<file path="config.mk">
export PLATFORM = sky130hd
export DESIGN_NAME = vv_readout
export DESIGN_NICKNAME = d
export VERILOG_FILES = /design/src/vv_pkg.sv /design/src/vv_readout.sv
export SDC_FILE = /design/constraint.sdc
export NUM_CORES = 1
export LEC_CHECK = 0
export ABC_AREA = 1
export BUFFER_PORTS_ARGS = -buffer_cell sky130_fd_sc_hd__buf_4
export CORE_MARGIN = 1
export CORE_UTILIZATION = 37
export DETAILED_ROUTE_END_ITERATION = 7
export HOLD_SLACK_MARGIN = 0.06
export PLACE_DENSITY = 0.78
export SLEW_MARGIN = 15
export SYNTH_ARGS = -nofsm -noshare
export SYNTH_HDL_FRONTEND = slang
export SYNTH_SLANG_ARGS = --single-unit
</file>
<file path="constraint.sdc">
create_clock -name clk -period 0.8 [get_ports clk]
set_clock_uncertainty 0.15 [all_clocks]
set_input_delay 0.16 -clock clk [delete_from_list [all_inputs] [get_ports clk]]
set_output_delay 0.16 -clock clk [all_outputs]
set_load 0.005 [all_outputs]
</file>
<file path="src/vv_pkg.sv">
package vv_pkg;

  // data path widths, Q8.8 fixed point
  localparam int WORD_W     = 16;
  localparam int RF_DEPTH   = 1024;              // words per block register file
  localparam int RF_ADDR_W  = $clog2(RF_DEPTH);  // 10 bits
  localparam int TBL_ADDR_W = 8;                 // activation table row
  localparam int ACT_CODE_W = 2;                 // table section, sits above the row
  localparam int ID_W       = 4;
  localparam int NUM_BLOCKS = 4;                 // blocks stacked in the column

  typedef logic [WORD_W-1:0]     word_t;
  typedef logic [RF_ADDR_W-1:0]  rf_addr_t;
  typedef logic [ACT_CODE_W-1:0] act_code_t;
  typedef logic [ID_W-1:0]       block_id_t;

  // alu opcodes
  typedef enum logic [1:0] {
    ALU_ADD = 2'd0,  // a + b
    ALU_SUB = 2'd1,  // a - b
    ALU_MUL = 2'd2,  // q8.8 product of a and b
    ALU_MAC = 2'd3   // act + q8.8 product
  } alu_op_e;

endpackage
</file>
<file path="src/vv_readout.sv">
module vv_readout (
  input  logic                                     clk,
  input  logic                                     rst_n,
  input  vv_pkg::block_id_t                        rd_id,
  input  vv_pkg::word_t [vv_pkg::NUM_BLOCKS-1:0]   port_a_all,  // one port-a word per block
  input  vv_pkg::word_t                            last_vec,    // top of the shift chain
  output vv_pkg::word_t                            ext_data_out,
  output vv_pkg::word_t                            vec_out
);
  import vv_pkg::*;

  word_t rd_word;

  // pick the addressed block
  always_comb begin
    rd_word = '0;  // unknown id reads zero
    for (int i = 0; i < NUM_BLOCKS; i++) begin
      if (rd_id == block_id_t'(i))
        rd_word = port_a_all[i];
    end
  end

  always_ff @(posedge clk or negedge rst_n) begin
    if (!rst_n) begin
      ext_data_out <= '0;
      vec_out      <= '0;
    end else begin
      ext_data_out <= rd_word;
      vec_out      <= last_vec;  // one edge behind the last vector register
    end
  end

endmodule

</file>
# Word level (Yosys, flattened, before mapping)
# Cells that the tools add are included.
totals:
  ff_bits: 32
  in_bits: 86
  output_inout_bits: 32
  wordCells: 10
op_classes:
  eq_ne: 3
  muxes: 4
  reduce_logical: 1
ops:
  columns: ["operator", "count"]
  rows:
  - ["2-to-1 mux 16 bit", 4]
  - ["equality test 4 x 2 -> 1 bit (second input constant)", 2]
  - ["equality test 4 x 1 -> 1 bit (second input constant)", 1]
  - ["zero test 4 bit", 1]

# Longest topological paths before layout
depth:
  depth_word: 5
  mapped_depth: 5
  ltp_nobuf: 4

# Least setup slack after synthesis
# OpenSTA, ideal clock, no wires.
synth_timing:
  kind: "input port to flip-flop"
  startpoint: "input rd_id[3]"
  endpoint: "register ext_data_out[14]"
  setup_time_ps: 71
  arrival_time_ps: 713
  required_ps: 579
  path_slack_ps: -134
  path_stages: 4
  n_path_buf: 1
  cell_sequence: "nor2_4 buf_2 nand3_1 nand4_1"
synth_between:
  elab_chain_len: 5
  elab_cells_between_ends: 8
  classes_between: "eq/ne (3); mux (4); reduce/logical (1)"
synth_lines:
  columns: ["element", "line", "rtl"]
  rows:
  - ["start, declared", "vv_readout.sv:4", "input vv_pkg::block_id_t rd_id,"]
  - ["zero test 4 bit", "vv_readout.sv:18", "if (rd_id == block_id_t'(i))"]
  - ["2-to-1 mux 16 bit (3 in series)", "vv_readout.sv:18", null]
  - ["2-to-1 mux 16 bit (*)", "vv_readout.sv:18", null]
  - ["net rd_word[14]", "vv_readout.sv:12", "word_t rd_word;"]
  - ["end signal, assigned", "vv_readout.sv:28", "ext_data_out <= rd_word;"]
  - ["end, declared", "vv_readout.sv:7", "output vv_pkg::word_t ext_data_out,"]
# The timed path passes the listed nets; every way through them passes the cells marked *.

# Worst setup path after layout
layout_timing:
  startpoint: "register ext_data_out[5]"
  endpoint: "output ext_data_out[5]"
# No word-level cell between the ends.

==> impl_results.md <==
- EDFF count, synth: 0
- Syn Nets: about 220
- Fin nets: 364
- Synth Instances: 130
- Final Critical Period: 1.13 ns
- DPL Wire Length: around 3.2 mm
- # diodes: 0
- LEAKAGE: 0.00143 µW
- Die W: 62.8 µm
- Wire per inst: 20.3 µm
- Core ar.: 0.00344 mm²
- Total GRT Usage: 0.223
- CTS max path bufs: 2
- Fin worst setup slack: -0.328 ns
- H-tree levels: 2
- Routed WL: 6.59 mm
- Max FO, Critical Path: 1
- TritonCTS clock tree: done
- First-pass GRT wire length: 6.65 mm
- Max-Cap Viols: 0
- Vias post-DR: ~1800
- Drt first pass iters: 4
- Synth cell types: 12
- Remaining Overflow, GRT: 0
- Violation count after the first detailed-route iteration: 170
- Ys Warns: 0
- Pwr dens: roughly 1400 mW/mm²
- Number of slew-limit violations in the final report: 0
- Hold Path Class: input port to async pin
- Initial antenna violation count: 0
- FFs w/ async S/R, synth: 1.00
- Die height: 62.8 µm
- Mapped Area: 0.00137 mm²
- Crit-path max cell delay: ~0.41 ns
- Worst hold slack: -0.341 ns
- Clock Tree Root: clkbuf_8
- Total power: 4120 µW
- Most numerous cell in the Yosys netlist: nand3_1
- Area Overhead vs Synth: 120%
- Worst EP required: 0.49 ns
- Ports: between 100 and 150
- CP Buf/Inv Count: 1
- Failing checks: negative hold slack, negative setup slack
- Maximum VDD drop: 1.11 mV
- Post-synth top flop: dfrtp_1
- Die area: 0.00394 mm²
- Period utilisation layout: 1.41
- Hold Violations, Final: 43
- Most area-consuming cells after synthesis: dfrtp_1 (59%), nand3_1 (23%), nand4_1 (7.3%)
- DRC Markers: 0
- Total placed cells including tap cells: 288
- Area after DPL: 0.00230 mm²
- Slowest-stage cell, CP: dfrtp_1
- Leading area contributor after synthesis: dfrtp_1
- IO Port Bufs: 117
- Gpl congestion: 0.859
- Yosys reg bits: 32
- Layout cells sized above 1: 0.602
- TritonCTS Buffers: 5
- Post-synthesis area per instance: about 11 µm²
- RSZ-0062 raised after global routing: yes
- FMAX: 0.887 GHz
- Worst setup EP type: output pin
- Slew @ Worst Pin: 0.410 ns
- Status: complete, but fails checks
- Row cnt: 21
- Finished Layout Cells: 325
- Routed vias/inst: approximately 5.6
- Setup CP Type: flip-flop to output pin
- Register area share after synthesis: 0.586
- Crit start category: flip-flop
- Final setup viols: 62
- Vias in the first global route: approximately 1400
- Starting density of the core: 0.397
- CP delay by family, top: flip-flops
- CTS clk-pin slew, worst paths: ~0.070 ns
- Area share of the largest cell type after synthesis: 0.586
- Leading cell types by count after synthesis: nand3_1 (63), dfrtp_1 (32), nand4_1 (16)
- Worst slew margin: 0.727
- CP cell instances: buf_6
- Post-route cell area: between 0.003 and 0.004 mm²
- CP Data Arrival Time: about 0.82 ns
- CTS sink count: 32
- Post-DRT Antenna Nets: 0
- Largest net degree at the start of global routing: 37
==> cell type report <==
class	instances	area, µm²
Clock buffer	6	82.6
Clock inverter	2	10.0
Fill cell	170	439
Inverter	3	11.3
Multi-Input combinational cell	85	554
Sequential cell	32	801
Tap cell	46	57.6
Timing Repair Buffer	151	1490
==> placed cells by master, fill, tap and decap left out, drive strengths merged <==
| master | netlist | layout |
|---|---|---|
| clkbuf | 1 | 11 |
| dlygate4sd3 | 0 | 16 |
| nor2 | 4 | 4 |
| inv | 3 | 3 |
| nand4 | 16 | 16 |
| nand3 | 64 | 64 |
| buf | 9 | 130 |
| clkinv | 0 | 2 |
| dfrtp | 32 | 32 |
| nand2 | 1 | 1 |
==> path summary, 6_finish.rpt <==
path                            startpoint          endpoint  slack (ns)  cells past startpoint
setup / recovery           ext_data_out[5]   ext_data_out[5]       -0.33                      1
hold / removal                       rst_n       vec_out[12]       -0.34                      1
max in group asynchronous            rst_n       vec_out[15]        0.55                      1
min in group clk            port_a_all[30]  ext_data_out[14]       -0.03                      3
==> kinds of logic (layout without fill, tap and decap cells) <==
| kind of cell | count (synthesis) | count (layout) | share of synthesized area |
|---|---|---|---|
| AND/OR/NAND/NOR | 85 | 85 | 0.343 |
| flip-flops | 32 | 32 | 0.586 |
| buffers and inverters | 13 | 162 | 0.0714 |
==> report_power, final <==
part | total, µW | internal, µW | leakage (µW) | switching, µW
registers | 1760 | 1710 | 0.000402 | 49.9
clock network | 1300 | 686 | 0.0000510 | 610
logic | 1060 | 665 | 0.000972 | 399
==> sequential cells by signal, summed over array words and instances (netlist names) <==
signal,flops
vec_out,16
ext_data_out,16
==> per-stage QoR <==
step	util	worst slack [ns]	setup TNS (ns)
after floorplan	-	-0.109	-1.66
after global placement	0.670	-0.297	-4.61
after detailed placement	0.670	-0.323	-4.85
after CTS	0.748	-0.315	-8.84
after global routing	0.872	-0.359	-11.22
final	0.872	-0.328	-10.33
==> timing repair <==
action                                  in CTS  in global routing
gates cloned                                 0                  8
pin swaps                                    2                 16
resized for setup                           32                 22
hold buffers                                 1                 16
hold endpoints to repair                    64                 64
endpoints found under the setup margin      47                 40
buffers inserted                             3                  2
==> per-layer routing <==
metal	track usage	up-vias	wire [µm]
li1	-	773	-
met1	0.267	880	2440
met2	0.386	134	3510
met3	0.0529	17	506
met4	0.0872	0	140
met5	0	-	0
(Power assumes the default switching activity.)
