<file path="config.mk">
export PLATFORM = sky130hd
export DESIGN_NAME = vv_issue
export DESIGN_NICKNAME = d
export VERILOG_FILES = /design/src/vv_pkg.sv /design/src/vv_issue.sv
export SDC_FILE = /design/constraint.sdc
export NUM_CORES = 1
export LEC_CHECK = 0
export BUFFER_PORTS_ARGS = -buffer_cell sky130_fd_sc_hd__buf_2
export CORE_UTILIZATION = 34
export CTS_CLUSTER_SIZE = 20
export DETAILED_ROUTE_END_ITERATION = 8
export PLACE_DENSITY = 0.76
export SYNTH_ARGS = -nofsm -noshare
export SYNTH_HDL_FRONTEND = slang
export SYNTH_SLANG_ARGS = --single-unit
export TNS_END_PERCENT = 1
</file>
<file path="constraint.sdc">
create_clock -name clk -period 0.8 [get_ports clk]
set_input_delay 0.24 -clock clk [delete_from_list [all_inputs] [get_ports clk]]
set_output_delay 0.24 -clock clk [all_outputs]
set_load 0.02 [all_outputs]
</file>
<file path="src/vv_pkg.sv">
package vv_pkg;

  // data path widths, Q8.8 fixed point
  localparam int WORD_W     = 16;
  localparam int RF_DEPTH   = 1024;              // words per block register file
  localparam int RF_ADDR_W  = $clog2(RF_DEPTH);  // 10 bits
  localparam int TBL_ADDR_W = 8;                 // activation table row
  localparam int ACT_CODE_W = 2;                 // table section, sits above the row
  localparam int ID_W       = 4;
  localparam int NUM_BLOCKS = 4;                 // blocks stacked in the column

  typedef logic [WORD_W-1:0]     word_t;
  typedef logic [RF_ADDR_W-1:0]  rf_addr_t;
  typedef logic [ACT_CODE_W-1:0] act_code_t;
  typedef logic [ID_W-1:0]       block_id_t;

  // alu opcodes
  typedef enum logic [1:0] {
    ALU_ADD = 2'd0,  // a + b
    ALU_SUB = 2'd1,  // a - b
    ALU_MUL = 2'd2,  // q8.8 product of a and b
    ALU_MAC = 2'd3   // act + q8.8 product
  } alu_op_e;

endpackage
</file>
<file path="src/vv_issue.sv">
module vv_issue (
  input  logic              clk,
  input  logic              rst_n,
  // broadcast command from the top-level ports
  input  logic              ext_save,
  input  vv_pkg::word_t     ext_data,
  input  logic              int_save,
  input  logic              int_sel,
  input  vv_pkg::rf_addr_t  addr_a,
  input  vv_pkg::rf_addr_t  addr_b,
  input  vv_pkg::act_code_t act_code,
  input  logic              act_lookup_en,
  input  logic              act_sel,
  input  logic              act_en,
  input  vv_pkg::block_id_t sel_id,
  input  logic              sel_all,
  input  logic              sel_en,
  input  logic              sel_op,
  input  vv_pkg::alu_op_e   alu_op,
  input  logic              oreg_en,
  input  logic              vec_load_sel,
  input  logic              vec_load_en,
  input  logic              vec_shift,
  input  vv_pkg::word_t     shift_in,
  input  vv_pkg::block_id_t rd_id,
  // registered copies, fanned out to every block
  output logic              c_ext_save,
  output vv_pkg::word_t     c_ext_data,
  output logic              c_int_save,
  output logic              c_int_sel,
  output vv_pkg::rf_addr_t  c_addr_a,
  output vv_pkg::rf_addr_t  c_addr_b,
  output vv_pkg::act_code_t c_act_code,
  output logic              c_act_lookup_en,
  output logic              c_act_sel,
  output logic              c_act_en,
  output vv_pkg::block_id_t c_sel_id,
  output logic              c_sel_all,
  output logic              c_sel_en,
  output logic              c_sel_op,
  output vv_pkg::alu_op_e   c_alu_op,
  output logic              c_oreg_en,
  output logic              c_vec_load_sel,
  output logic              c_vec_load_en,
  output logic              c_vec_shift,
  output vv_pkg::word_t     c_shift_in,   // head of the shift chain
  output vv_pkg::block_id_t c_rd_id       // goes to the readout only
);
  import vv_pkg::*;

  // one pipeline stage to cut the broadcast fan-out
  always_ff @(posedge clk or negedge rst_n) begin
    if (!rst_n) begin
      c_ext_save      <= 1'b0;  // strobes idle after reset
      c_ext_data      <= '0;
      c_int_save      <= 1'b0;
      c_int_sel       <= 1'b0;
      c_addr_a        <= '0;
      c_addr_b        <= '0;
      c_act_code      <= '0;
      c_act_lookup_en <= 1'b0;
      c_act_sel       <= 1'b0;
      c_act_en        <= 1'b0;
      c_sel_id        <= '0;
      c_sel_all       <= 1'b0;
      c_sel_en        <= 1'b0;
      c_sel_op        <= 1'b0;
      c_alu_op        <= ALU_ADD;
      c_oreg_en       <= 1'b0;
      c_vec_load_sel  <= 1'b0;
      c_vec_load_en   <= 1'b0;
      c_vec_shift     <= 1'b0;
      c_shift_in      <= '0;
      c_rd_id         <= '0;
    end else begin
      c_ext_save      <= ext_save;
      c_ext_data      <= ext_data;
      c_int_save      <= int_save;
      c_int_sel       <= int_sel;
      c_addr_a        <= addr_a;
      c_addr_b        <= addr_b;
      c_act_code      <= act_code;
      c_act_lookup_en <= act_lookup_en;
      c_act_sel       <= act_sel;
      c_act_en        <= act_en;
      c_sel_id        <= sel_id;
      c_sel_all       <= sel_all;
      c_sel_en        <= sel_en;
      c_sel_op        <= sel_op;
      c_alu_op        <= alu_op;
      c_oreg_en       <= oreg_en;
      c_vec_load_sel  <= vec_load_sel;
      c_vec_load_en   <= vec_load_en;
      c_vec_shift     <= vec_shift;
      c_shift_in      <= shift_in;
      c_rd_id         <= rd_id;
    end
  end

endmodule

</file>
==> Word level (Yosys, flattened, before mapping) <==
Index checks and enable logic that the tools add are counted.
{ "word_totals": {"reg_bits": 77, "inputBits": 79} }

==> Logic depth before layout (Yosys ltp) <==
{ "logic_depth": {"ltp_word": 0, "ltp_mapped": 0} }

==> Worst setup path before layout <==
Ideal clock, no wire load.
{ "synth_path": {"kind": "flip-flop to output port", "start": "register c_act_code[0]", "end": "output port c_act_code[0]", "t_arrival_ps": 416, "t_required_ps": 560, "slack_ps": 144, "stages_incl_launch_ff": 1, "path_buffers": 0, "cell_sequence": "dfrtp_1"} }
{ "synth_lines": {"columns": ["element", "line", "rtl"], "rows": [
  ["from (decl)", "vv_issue.sv:33", "output vv_pkg::act_code_t c_act_code,"],
  ["from (signal assigned)", "vv_issue.sv:82", "c_act_code <= act_code;"]
]} }
No word-level cell between the ends.

==> Worst setup path after layout <==
{ "layout_path": {"start": "register c_addr_a[2]", "end": "output port c_addr_a[2]"} }
{ "layout_lines": {"columns": ["element", "line", "rtl"], "rows": [
  ["from (decl)", "vv_issue.sv:31", "output vv_pkg::rf_addr_t c_addr_a,"],
  ["from (signal assigned)", "vv_issue.sv:80", "c_addr_a <= addr_a;"]
]} }
No word-level cell between the ends.

==> flow_summary.ini <==
[power_and_ir_drop]
internal_power_mw = 6.057
combPwrFrac = 0.128
p_leak_nw = 1.873
p_seq_frac = 0.525
ir_drop_uv = 1169
switchingPower_mw = 1.844
power_density_nw_per_um2 = 2163
swShare = 0.2333
clockPowerShare = 0.347
fin_total_pwr_mw = 7.901

[drt]
dr.first_iter.drc_count = 52
first_pass_iters = 3
drc = 0
antenna_left = 0
drt_wl_total_um = 5192
wl_per_cell_um = 13.88
drt-vias-per-instance = 3.939
vias = 1473

[floorplan]
start_util = 0.3521
die_w_um = 77.28
die-area_um2 = 5972
io_pins = 156
core_um2 = 5473
rows = 27
dieHeight_um = 77.28

[status]
status = finished with violations
violations = negative setup slack

[timing]
period_share = 1.378
fmax_mhz = 906.9
slew_violations = 0
rsz0062_at_grt = true
worst_slack_ns = -0.3027
maxSlewHeadroom = 0.8565
hold_viol = 0
setup_viol = 77
worstMarginPinSlew_ns = 0.2153
period_needed_ns = 1.103

[placement]
gp_congestion = 0.7148
portBuffers = 155
hpwlAfterDp_um = 3419
dp_slack_ns = 0.03440

[flow_run]
cap_violations = 0

[critical_path]
crit_start = c_addr_a[2]$_DFF_PN0_
worst-path-stages = 1
cp.required_ns = 0.56
cp_cell_sequence = buf_6
cp-start-kind = flip-flop
crit_buf_inv = 1
crit_arrival_ns = 0.86
cp_max_fo = 1
slowest_stage = dfrtp_1
crit_family = flip-flops
worstSetupPathType = flip-flop to output pin
max_stage_delay_ns = 0.40
endpoint_kind = output pin
crit_end = c_addr_a[2]

[synthesis]
synth_cell_types = 1
ys_ff_latch = 77
syn_area_um2 = 1927
ys_seq_area_frac = 1.000
yosys_warnings = 0
avgSynthCellArea_um2 = 25.02
syn_inst = 77
synth_top_area_frac = 1.000
synth_fp_nets = 156
synth_area_leaders = dfrtp_1 100%
yosysTopAreaCell = dfrtp_1

[layout]
multi_input_gates = 0
area_growth_pct = 89.61
layout_commonest_cell = buf_2
mostFrequentLayoutCells = 138 x buf_2, 77 x dfrtp_1, 52 x dlygate4sd3_1, 16 x buf_6, 13 x clkbuf_8
nFillCells = 407
drive_gt1_frac = 0.5695
multi_input_area_um2 = 0
post-route-util = 0.6676
seqCellArea_um2 = 1927
nets = 376
n_antenna_cell = 0

[clocking]
cts_tree = built
cts.sinks = 77
cts_buffer_depth = 2
clockRootBuffer = clkbuf_8
cts_setup_buffers = 0
numCtsBuffers = 9
h-tree-depth = 3
clkSlewWorstSetupHoldPaths_ns = 0.07

[hold_path]
hold_path.class = input port to flip-flop
hold_depth = 1

[global_routing]
grt_use_total = 0.1695
antenna_found_initial = 0
grt_pass1_vias = 1543
overflow = 0
grt_first_pass_wirelength_um = 7286
grt_max_degree = 43
[sequential cells by signal, indices dropped and copies added, names as in the netlist, 2 cells and up]
signal      flops
c_act_code      2
c_addr_a       10
c_addr_b       10
c_alu_op        2
c_ext_data     16
c_rd_id         4
c_sel_id        4
c_shift_in     16
[synthesized netlist by cell type]
| cell | count |
|---|---|
| dfrtp_1 | 77 |
[layer usage]
| metal | global-route usage | part of all wire |
|---|---|---|
| met1 | 0.1900 | 0.35 |
| met2 | 0.2788 | 0.55 |
| met3 | 0.06071 | 0.082 |
| met4 | 0.09623 | 0.019 |
| met5 | 0 | 0 |
[area by class of cell]
type	count	share of cell area
sequential	77	0.5274
clock buffer	14	0.05000
clock inverter	2	0.004110
timing repair buffer	209	0.3938
tap	72	0.02466
[logic make-up after synthesis]
logic type	synth area share
DFF	1.000
[what timing repair did]
action	4_1_cts	5_1_grt
endpoints found under the hold margin	101	27
resized for setup	8	24
endpoints found under the setup margin	77	77
hold buffers	25	27
[stage by stage]
stage	cell area, um^2	setup TNS, ns	hold slack, ns	std cells
6_report	3654	-21.49	0.01856	374
5_1_grt	3654	-24.97	-0.003923	374
4_1_cts	3308	-23.15	0.0009805	347
3_5_place_dp	2835	0	0.2226	306
3_3_place_gp	2835	0	0.2215	306
2_1_floorplan	1927	0	-0.05559	77
[worst min path at each step]
stage / start / end / slack (ns)
2_1_floorplan: rst_n / c_act_code[0]$_DFF_PN0_ / -0.06
3_3_place_gp: rst_n / c_addr_b[8]$_DFF_PN0_ / 0.22
3_5_place_dp: rst_n / c_addr_a[9]$_DFF_PN0_ / 0.22
4_1_cts: vec_shift / c_vec_shift$_DFF_PN0_ / 0.001
5_1_grt: addr_b[7] / c_addr_b[7]$_DFF_PN0_ / -0.004
6_report: shift_in[10] / c_shift_in[10]$_DFF_PN0_ / 0.02
[power groups by stage]
stage	registers [mW]	clock network (mW)	logic (mW)
after floorplan	4.48	0	0
after global placement	4.20	0	0.756
after detailed placement	4.21	0	0.769
after CTS	4.14	2.83	0.876
after global routing	4.16	3.04	1.08
final	4.14	2.74	1.01
Note: power is estimated with default switching activity, not from simulation.
